[config.mk]
export PLATFORM = sky130hd
export DESIGN_NAME = lut_loader
export DESIGN_NICKNAME = d
export VERILOG_FILES = /design/src/hw/lut_pkg.sv /design/src/hw/lut_loader.sv
export VERILOG_INCLUDE_DIRS = /design/src /design/src/hw
export SDC_FILE = /design/constraint.sdc
export NUM_CORES = 1
export LEC_CHECK = 0
export BUFFER_PORTS_ARGS = -buffer_cell sky130_fd_sc_hd__buf_2
export CAP_MARGIN = 20
export CORE_MARGIN = 4
export CORE_UTILIZATION = 47
export DETAILED_ROUTE_END_ITERATION = 12
export MAX_ROUTING_LAYER = met4
export PLACE_DENSITY = 0.95
export SYNTH_ARGS = -nofsm -noshare
export SYNTH_HDL_FRONTEND = slang
export SYNTH_SLANG_ARGS = --single-unit
[constraint.sdc]
create_clock -name clk -period 9.2 [get_ports clk]
set_input_delay 0 -clock clk [delete_from_list [all_inputs] [get_ports clk]]
set_output_delay 0 -clock clk [all_outputs]
set_load 0.005 [all_outputs]
[src/hw/lut_cfg.svh]
`ifndef LUT_CFG_SVH
`define LUT_CFG_SVH

// Table element and databus word widths
`define LUT_ELEM_W 32
`define LUT_BUS_W  64

// External byte address
`define LUT_BUS_AW 32

// RAM word address, top bit is the bank in ping-pong mode
`define LUT_RAM_AW 9

// Element index is word bits plus one lane bit
`define LUT_IDX_W  9

// Burst length, beats minus one
`define LUT_LEN_W  8

`endif

[src/hw/lut_pkg.sv]
`include "lut_cfg.svh"

package lut_pkg;

   typedef logic [`LUT_ELEM_W-1:0] elem_t;
   typedef logic [`LUT_BUS_W-1:0]  bus_word_t;
   typedef logic [`LUT_BUS_AW-1:0] bus_addr_t;
   typedef logic [`LUT_RAM_AW-1:0] ram_addr_t;
   typedef logic [`LUT_IDX_W-1:0]  idx_t;
   typedef logic [`LUT_LEN_W-1:0]  len_t;

   // Load configuration, sampled on run
   typedef struct packed {
      bus_addr_t ext_addr;
      ram_addr_t int_addr;
      ram_addr_t incr;
      len_t      length;
      logic      ping_pong;
      logic      disabled;
   } lut_cfg_t;

   // Table RAM write port
   typedef struct packed {
      logic      en;
      ram_addr_t addr;
      bus_word_t data;
   } ram_wr_t;

endpackage

[src/hw/lut_loader.sv]
`include "lut_cfg.svh"

module lut_loader
   import lut_pkg::*;
(
   input  logic      clk,
   input  logic      rst,
   input  logic      run,
   input  lut_cfg_t  cfg,
   input  logic      bus_ready,
   input  bus_word_t bus_rdata,
   input  logic      bus_last,
   output logic      bus_valid,
   output bus_addr_t bus_addr,
   output len_t      bus_len,
   output logic      done,
   output ram_wr_t   wr,
   output logic      read_bank
);

   typedef enum logic {
      IDLE,
      FETCH
   } state_t;

   state_t    state;
   logic      start;
   logic      xfer;
   logic      bank;
   logic      pp_mode;
   ram_addr_t wr_ptr;
   ram_addr_t wr_addr_n;
   logic      wr_en;
   ram_addr_t wr_addr;
   bus_word_t wr_data;

   assign start = run && !cfg.disabled;
   assign xfer  = bus_valid && bus_ready;

   assign bus_valid = (state == FETCH);
   assign bus_len   = cfg.length;

   // A new run takes priority over the last beat in the burst FSM
   always_ff @(posedge clk or posedge rst) begin
      if (rst) begin
         state <= IDLE;
      end else begin
         case (state)
            IDLE: begin
               if (start) begin
                  state <= FETCH;
               end
            end
            FETCH: begin
               if (xfer && bus_last && !start) begin
                  state <= IDLE;
               end
            end
            default: begin
               state <= IDLE;
            end
         endcase
      end
   end

   always_ff @(posedge clk or posedge rst) begin
      if (rst) begin
         done <= 1'b1;
      end else if (start) begin
         done <= 1'b0;
      end else if (xfer && bus_last) begin
         done <= 1'b1;
      end
   end

   always_ff @(posedge clk or posedge rst) begin
      if (rst) begin
         bus_addr <= '0;
      end else if (start) begin
         bus_addr <= cfg.ext_addr;
      end
   end

   // Bank swaps on every run even when disabled
   always_ff @(posedge clk or posedge rst) begin
      if (rst) begin
         bank    <= 1'b0;
         pp_mode <= 1'b0;
      end else if (run) begin
         bank    <= cfg.ping_pong ? !bank : 1'b0;
         pp_mode <= cfg.ping_pong;
      end
   end

   assign read_bank = pp_mode && !bank;

   // Write pointer steps by incr per accepted beat
   always_ff @(posedge clk or posedge rst) begin
      if (rst) begin
         wr_ptr <= '0;
      end else if (start) begin
         wr_ptr <= cfg.int_addr;
      end else if (xfer) begin
         wr_ptr <= wr_ptr + cfg.incr;
      end
   end

   always_comb begin
      wr_addr_n = wr_ptr;
      if (pp_mode) begin
         wr_addr_n[`LUT_RAM_AW-1] = bank;
      end
   end

   always_ff @(posedge clk or posedge rst) begin
      if (rst) begin
         wr_en <= 1'b0;
      end else begin
         wr_en <= xfer;
      end
   end

   always_ff @(posedge clk) begin
      if (xfer) begin
         wr_addr <= wr_addr_n;
         wr_data <= bus_rdata;
      end
   end

   assign wr = '{en: wr_en, addr: wr_addr, data: wr_data};

   // No bus request once the load is reported complete
   a_valid_not_done: assert property (
      @(posedge clk) disable iff (rst) !(bus_valid && done)
   );

   // A RAM write only follows a beat of a load in progress
   a_wr_in_load: assert property (
      @(posedge clk) disable iff (rst) wr.en |-> $past(!done)
   );

endmodule

# Word level (Yosys, flattened, before mapping)
# Index checks and enable logic that the tools add are counted.
dict set report totals {
  inputBits 129
  reg_bits 119
  output_inout_bits 117
}
dict set report op_classes {
  add_sub_neg 1
  reduce_logical 10
  n_mux 9
  bitwise_logic 1
}
# cell n
set ops {}
lappend ops {{$mux 9} 2}
lappend ops {{$add 9x9->9} 1}
lappend ops {{$mux 1} 6}
lappend ops {{$logic_and 1x1->1} 5}
lappend ops {{$reduce_bool 2->1} 2}
lappend ops {{$logic_not 1->1} 3}
lappend ops {{$pmux 1 s2} 1}
lappend ops {{$not 1->1} 1}

# Depth between registers and ports, before layout
dict set report logic_depth {
  ltp_word 6
  depth_mapped 9
  ltp_nobuf 9
}

# Worst setup path before layout
# Ideal clock, no wire load.
dict set report synth_timing {
  path_type {register -> register}
  startpoint {register state (netlist: bus_valid)}
  endpoint {register wr_ptr[8]}
  n_path_buf 0
  arrival_ns 2.928
  path_stages_with_launch 7
  setup_time_ns 0.137
  setup_slack_ns 6.135
  synth_period_minus_slack_ns 3.065
  path_cell_list {dfrtp_1 nand2_1 clkinv_1 a31oi_1 nand3_1 xnor2_1 a21oi_1}
}
dict set report synth_via {
  elab_chain_cells 2
}
# item line
set synth_rtl {}
lappend synth_rtl {{start, declared} lut_loader.sv:26} ;# state_t state;
lappend synth_rtl {{start signal, assigned} lut_loader.sv:46} ;# state <= IDLE;
lappend synth_rtl {{start signal, assigned} lut_loader.sv:51} ;# state <= FETCH;
lappend synth_rtl {{start signal, assigned} lut_loader.sv:56} ;# state <= IDLE;
lappend synth_rtl {{$logic_and 1x1->1} lut_loader.sv:38} ;# assign xfer = bus_valid && bus_ready;
lappend synth_rtl {{net xfer} lut_loader.sv:28} ;# logic xfer;
lappend synth_rtl {{$reduce_bool 2->1 (no line)} n/a}
lappend synth_rtl {{end signal, assigned} lut_loader.sv:102} ;# wr_ptr <= cfg.int_addr;
lappend synth_rtl {{end signal, assigned} lut_loader.sv:104} ;# wr_ptr <= wr_ptr + cfg.incr;
lappend synth_rtl {{end, declared} lut_loader.sv:31} ;# ram_addr_t wr_ptr;
# The timed path passes the listed nets, and every way through them passes these cells.
# A chain may end at the register's enable or synchronous reset.

# Worst setup path in the final report
# Ends and elaborated chain as after synthesis.

==> flow_summary.yaml <==
layout:
  layout.nets: 809
  layout_commonest_cell: "buf_2"
  n_fill_cell: 399
  area_growth_pct: 67.9
  multiInputGateArea_sq_um: 911
  drive_above_1_share_pct: 39.6
  layout.area.seq_sq_um: 3340
  mostFrequentLayoutCells: "buf_2 (229), dlygate4sd3_1 (113), nand2_1 (109)"
global_route:
  grt_start_max_net_pins: 61
  grt_pass1_wl_um: 28200
  antenna_found_initial: 1
  grt_overflow: 0
  grt_pass1_vias: 4458
  track_usage_pct: 35.6
setup_path:
  required_ns: 9.61
  slowest_stage: "buf_4"
  crit_chain: "nand2_1 -> clkinv_2 -> buf_4 -> a31oi_1 -> nand3_1 -> xnor2_1 -> a21oi_1"
  r2r_end: "wr_ptr[8]$_DFFE_PP0P_"
  crit_path_max_incr_delay_ns: 0.50
  crit_fanout: 60
  critPathLaunchType: "register"
  cp.arrival_ns: 3.04
  crit_end: "wr_ptr[8]$_DFFE_PP0P_"
  path_depth: 7
  r2r.worst_path.cells: 7
  cp_num_buf_inv: 2
  end_kind: "register"
  crit-reg2reg-launch: "bus_valid$_DFF_PP0_"
  rrSetupSlack_ns: 6.57
  path_delay_family: "buffers and inverters"
  crit_start: "bus_valid$_DFF_PP0_"
  path_class: "reg -> reg"
logic_synthesis:
  yosysUniqueCellTypes: 34
  postSynthAreaPerCell_sq_um: 13.5
  seq_area_frac_synth_pct: 76.2
  synth_fp_nets: 463
  synthArstFlopShare_pct: 38.7
  synth_edf_count: 73
  netlist_instances: 325
  ys_warn_count: 0
  synth_area_sq_um: 4390
  yosys_most_used_dff: "edfxtp_1"
  ys_ff_latch: 119
power_and_ir_drop:
  p_leak_nw: 3.52
  peakVddDrop_v: 0.000155
  power.density_nw_per_um2: 229
clock_tree:
  h-tree-depth: 4
  clock_latency_ns: 0.50
  cts_root_buf: "clkbuf_8"
  cts_tree: "done"
  clk_pin_slew_ns: 0.06
  cts.sinks: 119
  cts.path.max_buffers: 2
  numCtsBuffers: 17
min_path:
  hp-start: "cfg[5]"
  hold_path.class: "in -> out"
die:
  start_util_pct: 49.3
  dieArea_sq_um: 10900
  die_w_um: 105
  pin_count: 246
  core-area_sq_um: 8890
  die_h_um: 105
  fp-row-count: 34
sta:
  relSlewSlack_pct: 51.2
  max_freq_mhz: 381
  hold_viol: 0
  setup_violations: 0
  tns_ns: 0
  worstMarginPinSlew_ns: 0.732
  period_needed_ns: 2.63
  fin_crit_sh_pct: 28.5
  worst_slack_ns: 6.57
  drv_slew: 0
  rsz0062_at_grt: "false"
  skew_ns: 0.00964
placement:
  dpl.hpwl_um: 9220
  port_buffers: 229
  dpl_worst_slack_ns: 6.74
  gp_congestion: 0.852
detailed_routing:
  drc: 0
  post_drt_via_cell_ratio: 5.46
  wl_per_cell_um: 23.5
  postRouteAntennaNets: 0
  drt-total-wl_um: 18600
  dr.pass1.iters: 6
  vias: 4331
  drt_iter0_drc: 528
status:
  status: "completed"
run:
  drv_cap: 0
## stage by stage
step | instances | hold WS (ns) | utilization (%) | cell area, sq um | total power [mW]
after floorplan | 325 | 0.0808 | - | 4390 | 0.807
after global placement | 646 | 0.0000601 | 62.9 | 5590 | 0.900
after detailed placement | 646 | 0.0000601 | 62.9 | 5590 | 0.916
after CTS | 790 | 0.0000601 | 82.5 | 7330 | 1.64
after global routing | 793 | 0.00000868 | 82.8 | 7360 | 1.75
final | 793 | 0.00000199 | 82.8 | 7360 | 1.69
## power by group
| part | switching [mW] | internal, mW |
|---|---|---|
| clock network | 0.255 | 0.443 |
| logic | 0.165 | 0.140 |
| registers | 0.0410 | 0.645 |
## how the worst min path moves through the flow
stage | end | depth (start not counted) | slack (ns)
detailed placement | bus_len[0] | 0 | 0.00006
global placement | bus_len[0] | 0 | 0.00006
finish | bus_len[3] | 0 | 0.000002
global route | bus_len[5] | 0 | 0.000009
floorplan | bus_len[0] | 1 | 0.08
CTS | bus_len[0] | 0 | 0.00006
## cell families after synthesis
group	synth area share [%]
xor+xnor	0.998
simple gates	11.8
buf+inv	3.17
compound gates	4.36
fa+ha+maj	2.74
flops	76.2
mux	0.713
## routing by layer
layer	share of wire [%]	track usage [%]	vias to the layer above
met1	35	41.6	2049
li1	-	-	1801
met5	0	-	-
met2	49	56.8	402
met4	5.3	18.7	0
met3	10	9.43	79
## worst register-to-register path, cell delays in order, from the launching register on
cell and delay (ns):
dfrtp_1 0.40, nand2_1 0.40, clkinv_2 0.49, buf_4 0.51, a31oi_1 0.30, nand3_1 0.12
xnor2_1 0.14, a21oi_1 0.18
## registers in the layout (all words and copies together), names as in the netlist
signal     count
bus_addr      32
wr_ptr         9
bus_valid      1
pp_mode        1
done           1
wr_addr        9
wr_en          1
bank           1
wr_data       64
## cell usage after synthesis, drive strengths merged (2+ instances only)
cell	n	share of area, %
dfrtp	45	26
a22oi	2	0.34
mux2i	2	0.46
nor2	10	0.86
edfxtp	73	50
nand2b	3	0.43
clkbuf	6	0.51
ha	8	2.3
o21ai	6	0.68
xnor2	4	0.80
a21oi	11	1.3
inv	8	0.68
a31oi	2	0.29
buf	13	1.9
nor3	2	0.23
a21o	2	0.34
a221o	2	0.46
nand3	4	0.46
nand2	109	9.3
## layout make-up
cell class / instances / share of cell area, %
antenna: 1 / 0.0340
clock buffer: 18 / 5.67
clock inverter: 14 / 2.70
inverter: 9 / 0.476
multi-input combinational: 178 / 12.4
sequential: 119 / 45.4
tap: 108 / 1.83
timing repair buffer: 346 / 31.5
## timing repair
action / in CTS / in global routing
gates resized for setup: 0 / 0
endpoints found under the hold margin: 154 / 7
setup buffers: 0 / 0
hold buffers: 112 / 1
setup endpoints to repair: 0 / 0
Power figures use the tool's default switching activity.
