<file path="src/hw/lut_cfg.svh">
`ifndef LUT_CFG_SVH
`define LUT_CFG_SVH

// Table element and databus word widths
`define LUT_ELEM_W 32
`define LUT_BUS_W  64

// External byte address
`define LUT_BUS_AW 32

// RAM word address, top bit is the bank in ping-pong mode
`define LUT_RAM_AW 9

// Element index is word bits plus one lane bit
`define LUT_IDX_W  9

// Burst length, beats minus one
`define LUT_LEN_W  8

`endif

</file>
<file path="src/hw/lut_pkg.sv">
`include "lut_cfg.svh"

package lut_pkg;

   typedef logic [`LUT_ELEM_W-1:0] elem_t;
   typedef logic [`LUT_BUS_W-1:0]  bus_word_t;
   typedef logic [`LUT_BUS_AW-1:0] bus_addr_t;
   typedef logic [`LUT_RAM_AW-1:0] ram_addr_t;
   typedef logic [`LUT_IDX_W-1:0]  idx_t;
   typedef logic [`LUT_LEN_W-1:0]  len_t;

   // Load configuration, sampled on run
   typedef struct packed {
      bus_addr_t ext_addr;
      ram_addr_t int_addr;
      ram_addr_t incr;
      len_t      length;
      logic      ping_pong;
      logic      disabled;
   } lut_cfg_t;

   // Table RAM write port
   typedef struct packed {
      logic      en;
      ram_addr_t addr;
      bus_word_t data;
   } ram_wr_t;

endpackage

</file>
<file path="src/hw/lut_reader.sv">
`include "lut_cfg.svh"

module lut_reader
   import lut_pkg::*;
(
   input  logic      clk,
   input  logic      rst,
   input  idx_t      index,
   input  logic      read_bank,
   output ram_addr_t rd_addr,
   input  bus_word_t rd_data,
   output elem_t     value
);

   localparam int LANES = `LUT_BUS_W / `LUT_ELEM_W;

   ram_addr_t           rd_addr_n;
   logic                lane_q0;
   logic                lane_q1;
   elem_t [LANES-1:0]   lanes;

   // Word part of the index, bank bit on top
   always_comb begin
      rd_addr_n = ram_addr_t'(index >> 1);
      rd_addr_n[`LUT_RAM_AW-1] = read_bank;
   end

   always_ff @(posedge clk or posedge rst) begin
      if (rst) begin
         rd_addr <= '0;
      end else begin
         rd_addr <= rd_addr_n;
      end
   end

   // Lane bit follows the address and then the RAM read stage
   always_ff @(posedge clk or posedge rst) begin
      if (rst) begin
         lane_q0 <= 1'b0;
         lane_q1 <= 1'b0;
      end else begin
         lane_q0 <= index[0];
         lane_q1 <= lane_q0;
      end
   end

   assign lanes = rd_data;
   assign value = lanes[lane_q1];

   // An unknown lane means an undriven index two cycles back
   a_lane_known: assert property (
      @(posedge clk) disable iff (rst) !$isunknown(lane_q1)
   );

endmodule

</file>
<file path="config.mk">
export PLATFORM = sky130hd
export DESIGN_NAME = lut_reader
export DESIGN_NICKNAME = d
export VERILOG_FILES = /design/src/hw/lut_pkg.sv /design/src/hw/lut_reader.sv
export VERILOG_INCLUDE_DIRS = /design/src /design/src/hw
export SDC_FILE = /design/constraint.sdc
export NUM_CORES = 1
export LEC_CHECK = 0
export BUFFER_PORTS_ARGS = -buffer_cell sky130_fd_sc_hd__buf_2
export CAP_MARGIN = 20
export CORE_UTILIZATION = 32
export DETAILED_ROUTE_END_ITERATION = 16
export PLACE_DENSITY = 0.85
export SKIP_CTS_REPAIR_TIMING = 1
export SYNTH_ARGS = -nofsm -noshare
export SYNTH_HDL_FRONTEND = slang
export SYNTH_SLANG_ARGS = --single-unit
</file>
<file path="constraint.sdc">
create_clock -name clk -period 2.8 [get_ports clk]
set_clock_uncertainty 0.1 [all_clocks]
set_input_delay 0.7 -clock clk [delete_from_list [all_inputs] [get_ports clk]]
set_output_delay 0.7 -clock clk [all_outputs]
set_load 0.005 [all_outputs]
</file>
# Word level (Yosys, flattened, before mapping)
# Cells that the tools add are included.
# totals
reg_bits,11
output_inout_bits,41
# classes
n_lt_le_gt_ge,1
mux,2
# op_table
cell,n
$mux 32,2
$lt 1x2->1 const B,1

# Logic depth before layout (Yosys ltp)
# Gate-level depths: netlist of the first run.
# depth
depth_word,2
mapped_depth,3
depth_no_buf,1

# Worst setup path after synthesis of the first run
# No wires, ideal clock.
# synth_timing
kind,input to output
from,input rd_data[0]
to,output value[0]
arrival_time_ps,955
required_ps,2000
path_slack_ps,1045
path_stages,1
n_path_buf,0
cell_sequence,mux2_4
# synth_between
elab_chain_cells,2
# synth_lines
element,line_no,text
start: declaration,lut_reader.sv:11,"input bus_word_t rd_data,"
$mux 32 (not written as such) (2 in series),lut_reader.sv:48,assign value = lanes[lane_q1];
end: declaration,lut_reader.sv:12,output elem_t value
# No other way between the ends. The select of a mux whose other input is x is not followed.

# Final worst setup path of the first run
# layout_timing
from,register lane_q1
to,output value[14]
# layout_between
elab_chain_cells,2
# layout_lines
element,line_no,text
start: declaration,lut_reader.sv:19,logic lane_q1;
start signal: assignment,lut_reader.sv:43,lane_q1 <= lane_q0;
$mux 32 (not written as such) (2 in series),lut_reader.sv:48,
# No other way between the ends. The select of a mux whose other input is x is not followed.

==> results of run 1 <==
-- logic make-up after synthesis --
family	Yosys count	share of synthesized area
mux	32	0.574
buf+inv	5	0.0912
flops	11	0.334
-- per-stage QoR --
stage,util,cell area [um2]
global placement,0.567,1390
CTS,0.577,1420
floorplan,-,823
global route,0.577,1420
finish,0.577,1420
detailed placement,0.567,1390
-- final timing paths --
check                        start    endpoint
max                        lane_q1   value[14]
min                        lane_q0     lane_q1
max reg2reg                lane_q0     lane_q1
min reg2reg                lane_q0     lane_q1
max in group asynchronous      rst     lane_q1
min in group asynchronous      rst  rd_addr[5]
-- power by group through the flow --
| stage | Clock (uW) | Combinational [uW] | Sequential, uW |
|---|---|---|---|
| after detailed placement | 0 | 174 | 176 |
| after CTS | 107 | 175 | 174 |
| after global placement | 0 | 169 | 176 |
| final | 102 | 172 | 174 |
| after floorplan | 0 | 90.2 | 173 |
| after global routing | 111 | 187 | 174 |
-- Yosys cell counts --
cell type   n
buf_6       1
dfrtp_1    11
buf_12      3
inv_1       1
mux2_4     30
mux2_2      2
-- state kept, by name, indices dropped and copies added (netlist names) --
name and cells:
rd_addr 9, lane_q0 1, lane_q1 1
-- metal layers --
layer	wire (um)	up-vias	part of all wire
met3	231	2	0.10
li1	-	405	-
met1	680	398	0.30
met4	14	0	0.0062
met2	1320	59	0.59
met5	0	-	0
-- layout make-up --
type	count	area [um2]
repair buffers	117	601
flip-flops and latches	11	277
inverters	1	3.75
clock buffers	4	26.3
well taps	30	37.5
multi-input cells	32	473
fillers	253	1040
==> results.yml, run 1 <==
critical_path:
  cp.depth: 3
  crit_type: "flop to output pin"
  start_kind: "flop"
  critPathMaxFanout: 20
  arrival_ns: 1.56
  rr_worst_depth: 0
  slowest_stage: "dfrtp_2"
  critPathCaptureType: "output pin"
  crit_buf_inv: 2
  crit_chain: "buf_12 > mux2_4 > buf_2"
  crit_required_ns: 2.00
  reg2reg_slack_ns: 2.23
  slowest_delay_ns: 0.61
  crit_family: "flip-flops"
global_routing:
  met2_usage: 0.329
  grtUsageTotal: 0.151
  grt_pass1_wl_mm: 2.95
  antenna_found_initial: 0
  use_met1: 0.110
  top_usage_layer: "met2"
  grt_overflow: 0
  grt_max_degree: 21
  globalRouteMet3Util: 0.0377
  first_global_vias: 807
timing:
  finalCritPeriodShare: 0.844
  holdWs_ns: 0.257
  relSlewSlack: 0.739
  fmax_ghz: 0.423
  drv_slew: 0
  setup_viol: 0
  finalCriticalPeriod_ns: 2.36
  final-hold-violation-count: 0
  rsz0062_at_grt: "false"
  worst_pin_slew_ns: 0.391
  tns_ns: 0
  fin_ws_ns: 0.436
placed_design:
  port_buffers: 116
  dp.cells: 191
  gp_congestion: 0.669
  dp_slack_ns: 0.706
  hpwl_mm: 2.01
pwr:
  pwr-share-clk: 0.228
  ir_drop_mv: 0.275
  switchingPower_uw: 107
  fin_total_pwr_uw: 447
  p_sw_frac: 0.239
  p_seq_frac: 0.388
  internal_power_uw: 340
  p_comb_frac: 0.384
  power_density_nw_per_um2: 315
  p_leak_uw: 0.000867
die:
  num_io_pins: 117
  row_count: 18
  core_um2: 2450
  die_h_um: 52.7
  die_w_um: 52.7
  initial_core_util: 0.335
  die_area_um2: 2780
synthesis:
  netlist_area_um2: 823
  ys_seq_elements: 11
  yosysWarningCount: 0
  syn_avg_cell_area_um2: 17.2
  synth_cell_types: 6
  synth_area_leaders: "mux2_4 55%, dfrtp_1 33%, buf_12 7.3%, mux2_2 2.7%, buf_6 1.4%"
  synth_nets: 124
  synth_largest_area_cell: "mux2_4"
  synth_top_area_frac: 0.547
  yosysSeqAreaShare: 0.334
  synth_cells: 48
clocking:
  cts_tree: "yes"
  cts.reportedPaths.clkPinSlew_ns: 0.07
  max-clock-path-buffers: 2
  clkLatencyLatePin_ns: 0.26
  cts_root_buf: "clkbuf_4"
  htree_levels: 1
  cts_buffers: 3
  cts.sinks: 11
layout:
  layout_commonest_cell: "buf_2"
  layout_common_cells: "116 x buf_2, 30 x mux2_4, 10 x dfrtp_1"
  fin_nets: 242
  area_growth_pct: 72.2
  drive_gt1_frac: 0.927
  num_antenna_cells: 0
  layoutNonFillerInstCount: 195
detailed_routing:
  drt_pass1_iterations: 4
  avgViaCountPerCell: 4.43
  drt_wl_total_mm: 2.25
  antenna_violating_nets_post_route: 0
  drtIter0Drc: 4
  vias: 864
  wire_per_inst_um: 11.5
  drc: 0
min_path:
  hp-class: "flop to flop"
  hold_depth: 0
flow_run:
  maxCapViolCount: 0
outcome:
  run_status: "complete, no violations"
Power figures use the tool's default switching activity.
==> inputs of run 2 (changes only) <==
--- a/config.mk
+++ b/config.mk
@@ -8,9 +8,9 @@
 export LEC_CHECK = 0
 export BUFFER_PORTS_ARGS = -buffer_cell sky130_fd_sc_hd__buf_2
 export CAP_MARGIN = 20
-export CORE_UTILIZATION = 32
+export CORE_UTILIZATION = 30
 export DETAILED_ROUTE_END_ITERATION = 16
-export PLACE_DENSITY = 0.85
+export PLACE_DENSITY = 0.8
 export SKIP_CTS_REPAIR_TIMING = 1
 export SYNTH_ARGS = -nofsm -noshare
 export SYNTH_HDL_FRONTEND = slang
==> constraint.sdc (replaced) <==
create_clock -name clk -period 2.5 [get_ports clk]
set_clock_uncertainty 0.1 [all_clocks]
set_input_delay 0.625 -clock clk [delete_from_list [all_inputs] [get_ports clk]]
set_output_delay 0.625 -clock clk [all_outputs]
set_load 0.005 [all_outputs]
==> run 2 against run 1 <==
Against the previous run: non-clock buffer count did not move; sequential share of layout area unchanged; count of clock-buffer cells in the layout unchanged; total power rose by 11%; sequential power rose by 11%; first-iteration DRC count down 75%; global-route usage fell by 1.1 points; die area increased by 6.4%; flip-flop and latch count unchanged; register-to-register slack got worse by 0.29 ns; critical path depth did not move; largest power group is now combinational cells.
==> results.yml, run 2 (same netlist as run 1, synthesis figures left out) <==
timing:
  fin_ws_ns: 0.269
  relSlewSlack: 0.743
  rsz0062_at_grt: "false"
  drv_slew: 0
  fmax_ghz: 0.448
  finalCriticalPeriod_ns: 2.23
  tns_ns: 0
  holdWs_ns: 0.232
  finalCritPeriodShare: 0.892
  setup_viol: 0
  final-hold-violation-count: 0
  worst_pin_slew_ns: 0.385
flow_run:
  maxCapViolCount: 0
critical_path:
  arrival_ns: 1.51
  start_kind: "flop"
  critPathCaptureType: "output pin"
  critPathMaxFanout: 23
  reg2reg_from: "lane_q0"
  crit_start: "lane_q1"
  crit_required_ns: 1.77
  crit_type: "flop to output pin"
clocking:
  cts.sinks: 11
  clkLatencyLatePin_ns: 0.25
  cts_buffers: 3
  cts.reportedPaths.clkPinSlew_ns: 0.06
  cts_root_buf: "clkbuf_4"
  cts_tree: "yes"
  htree_levels: 1
  max-clock-path-buffers: 2
global_routing:
  grt_overflow: 0
  grt_pass1_wl_mm: 2.88
  grt_max_degree: 24
  grtUsageTotal: 0.140
  first_global_vias: 740
  antenna_found_initial: 0
layout:
  num_antenna_cells: 0
  n_fill_cell: 251
  multi_input_area_um2: 473
  largest_register: "rd_addr"
  largest_register_ffs: 9
  layout_commonest_cell: "buf_2"
  fin_nets: 242
  drive_gt1_frac: 0.927
  regArea_um2: 277
  layout_common_cells: "116 x buf_2, 30 x mux2_4, 10 x dfrtp_1"
  area_growth_pct: 72.2
  reg_top3: "rd_addr (9), lane_q0 (1), lane_q1 (1)"
die:
  num_io_pins: 117
  row_count: 18
  initial_core_util: 0.324
  die_w_um: 54.4
  die_area_um2: 2960
  die_h_um: 54.4
  core_um2: 2540
detailed_routing:
  vias: 851
  drc: 0
  wire_per_inst_um: 11.8
  drt_pass1_iterations: 4
  avgViaCountPerCell: 4.36
  antenna_violating_nets_post_route: 0
  drtIter0Drc: 1
  drt_wl_total_mm: 2.29
placed_design:
  port_buffers: 116
  gp_congestion: 0.750
  dp_slack_ns: 0.528
min_path:
  hp-class: "input pin to asynchronous set/reset pin"
pwr:
  power_density_nw_per_um2: 352
  ir_drop_mv: 0.313
  p_leak_uw: 0.000867
outcome:
  run_status: "complete, no violations"
## run 2: cell counts in the layout (fill, tap and decap cells not counted)
Identical to the previous run, type by type.
## run 2: final timing paths
path / endpoint / slack [ns] / cells after the start
worst max-delay path: value[28] / 0.27 / 3
worst min-delay path: rd_addr[7] / 0.23 / 2
worst max register to register: lane_q1 / 1.94 / 0
worst min register to register: lane_q1 / 0.25 / 0
max in group asynchronous: lane_q1 / 1.77 / 2
min in group clk: lane_q1 / 0.25 / 0
## run 2: metrics by stage
step / area [um2] / utilization / power (uW) / cells
3_3_place_gp: 1390 / 0.547 / 389 / 191
4_1_cts: 1420 / 0.557 / 507 / 195
2_1_floorplan: 823 / - / 295 / 48
3_5_place_dp: 1390 / 0.547 / 393 / 191
6_report: 1420 / 0.557 / 498 / 195
5_1_grt: 1420 / 0.557 / 527 / 195
## run 2: layer usage
| metal | up-vias | part of all wire | routed length, um | track usage |
|---|---|---|---|---|
| li1 | 405 | - | - | - |
| met1 | 387 | 0.31 | 703 | 0.114 |
| met2 | 59 | 0.57 | 1320 | 0.303 |
| met3 | 0 | 0.12 | 271 | 0.0361 |
| met4 | 0 | 0 | 0 | 0.0513 |
| met5 | - | 0 | 0 | 0 |
## run 2: worst max-delay path: stages (launching register included)
cell and delay, ns:
dfrtp_2 0.55, buf_12 0.25, mux2_4 0.32, buf_2 0.12
## run 2: area by class of cell
class / instances / share of cell area
repair buffers: 117 / 0.424
clock buffers: 4 / 0.0185
flip-flops and latches: 11 / 0.195
multi-input cells: 32 / 0.334
well taps: 30 / 0.0265
inverters: 1 / 0.00265
## run 2: where the power goes
group | leakage, uW | switching (uW) | internal [uW] | total, uW
Clock | 0.0000150 | 50.1 | 61.5 | 112
Combinational | 0.000725 | 61.3 | 133 | 194
Sequential | 0.000127 | 5.93 | 187 | 193
Total | 0.000867 | 117 | 381 | 498
==> inputs of run 3 (changes only) <==
--- a/config.mk
+++ b/config.mk
@@ -8,6 +8,7 @@
 export LEC_CHECK = 0
 export BUFFER_PORTS_ARGS = -buffer_cell sky130_fd_sc_hd__buf_2
 export CAP_MARGIN = 20
+export CORE_ASPECT_RATIO = 0.75
 export CORE_UTILIZATION = 30
 export DETAILED_ROUTE_END_ITERATION = 16
 export PLACE_DENSITY = 0.8
==> run 3 against run 2 <==
Against the previous run: global-route usage is 1.3 points lower; register-to-register slack about the same; highest routed layer is now met4; critical path type unchanged; count of clock-buffer cells in the layout is the same; design area is 0.18% higher; sequential share of layout area hardly changed.
==> results.yml, run 3 (same netlist as run 1, synthesis figures left out) <==
layout:
  largest_register: "rd_addr"
  n_fill_cell: 257
  fin_nets: 243
  num_antenna_cells: 0
  largest_register_ffs: 9
  layout_commonest_cell: "buf_2"
  drive_gt1_frac: 0.928
  layout_common_cells: "116 x buf_2, 30 x mux2_4, 10 x dfrtp_1"
  final_core_util: 0.546
  reg_top3: "rd_addr (9), lane_q0 (1), lane_q1 (1)"
  area_growth_pct: 72.5
  multi_input_area_um2: 473
  regArea_um2: 277
  layoutNonFillerInstCount: 202
global_routing:
  grt_overflow: 0
  grt_pass1_wl_mm: 2.84
  first_global_vias: 663
  grtUsageTotal: 0.127
  grt_max_degree: 17
  antenna_found_initial: 0
clocking:
  cts_tree: "yes"
  cts_buffers: 3
  cts_root_buf: "clkbuf_4"
  cts.reportedPaths.clkPinSlew_ns: 0.06
  htree_levels: 1
  max-clock-path-buffers: 2
  cts.sinks: 11
  clkLatencyLatePin_ns: 0.26
critical_path:
  critPathCaptureType: "output pin"
  slowest_delay_ns: 0.38
  start_kind: "flop"
  crit_family: "buffers and inverters"
  crit_buf_inv: 2
  crit_chain: "buf_4 > mux2_2 > buf_2"
  reg2reg_from: "lane_q0"
  critPathMaxFanout: 16
  crit_start: "lane_q1"
  slowest_stage: "mux2_2"
  crit_type: "flop to output pin"
  arrival_ns: 1.41
  reg2reg_slack_ns: 1.93
  crit_required_ns: 1.77
timing:
  holdWs_ns: 0.223
  relSlewSlack: 0.747
  tns_ns: 0
  worst_pin_slew_ns: 0.379
  final-hold-violation-count: 0
  drv_slew: 0
  rsz0062_at_grt: "false"
  finalCritPeriodShare: 0.852
  finalCriticalPeriod_ns: 2.13
  setup_viol: 0
  fmax_ghz: 0.469
detailed_routing:
  vias: 839
  wire_per_inst_um: 10.7
  avgViaCountPerCell: 4.15
  drt_wl_total_mm: 2.16
  drc: 0
  drt_pass1_iterations: 5
  antenna_violating_nets_post_route: 0
  drtIter0Drc: 7
pwr:
  p_sw_frac: 0.239
  p_comb_frac: 0.390
  internal_power_uw: 380
  ir_drop_mv: 0.261
  p_leak_uw: 0.000868
  p_seq_frac: 0.379
  pwr-share-clk: 0.231
  power_density_nw_per_um2: 352
  switchingPower_uw: 120
  fin_total_pwr_uw: 500
flow_run:
  maxCapViolCount: 0
die:
  core_um2: 2600
  die_h_um: 47.4
  initial_core_util: 0.316
  die_w_um: 62.5
  die_area_um2: 2960
  row_count: 16
  num_io_pins: 117
outcome:
  run_status: "complete, no violations"
placed_design:
  dp.cells: 198
  gp_congestion: 0.698
  port_buffers: 116
min_path:
  hp-class: "input pin to asynchronous set/reset pin"
[run 3: cell types whose count changed in the layout (fill, tap and decap cells not counted), sizes merged]
| cell | change |
|---|---|
| buf | +1 |
[run 3: power by group through the flow]
stage	registers, uW	logic [uW]	clock network [uW]
CTS	190	198	125
finish	190	195	116
global route	190	213	130
floorplan	194	101	0
global placement	192	194	0
detailed placement	193	198	0
[run 3: layout make-up]
type / count / share of cell area
sequential: 11 / 0.195
tap: 36 / 0.0317
clock buffer: 4 / 0.0185
timing repair buffer: 118 / 0.419
inverter: 1 / 0.00264
multi-input combinational: 32 / 0.333
[run 3: path summary, 6_finish.rpt]
| path | cells past startpoint | to |
|---|---|---|
| max | 3 | value[29] |
| min | 2 | rd_addr[3] |
| max reg2reg | 0 | lane_q1 |
| min reg2reg | 0 | lane_q1 |
| max in group asynchronous | 2 | lane_q1 |
| min in group clk | 0 | lane_q1 |
[run 3: routing by layer]
metal / global-route usage / routed length (um)
met2: 0.241 / 1190
met4: 0.0698 / 18
met5: 0 / 0
met3: 0.0485 / 228
met1: 0.126 / 722
[run 3: through the flow]
stage / cell area (um2) / setup WS, ns
5_1_grt: 1420 / 0.308
3_3_place_gp: 1390 / 0.647
4_1_cts: 1420 / 0.336
2_1_floorplan: 823 / 0.855
6_report: 1420 / 0.369
3_5_place_dp: 1390 / 0.640
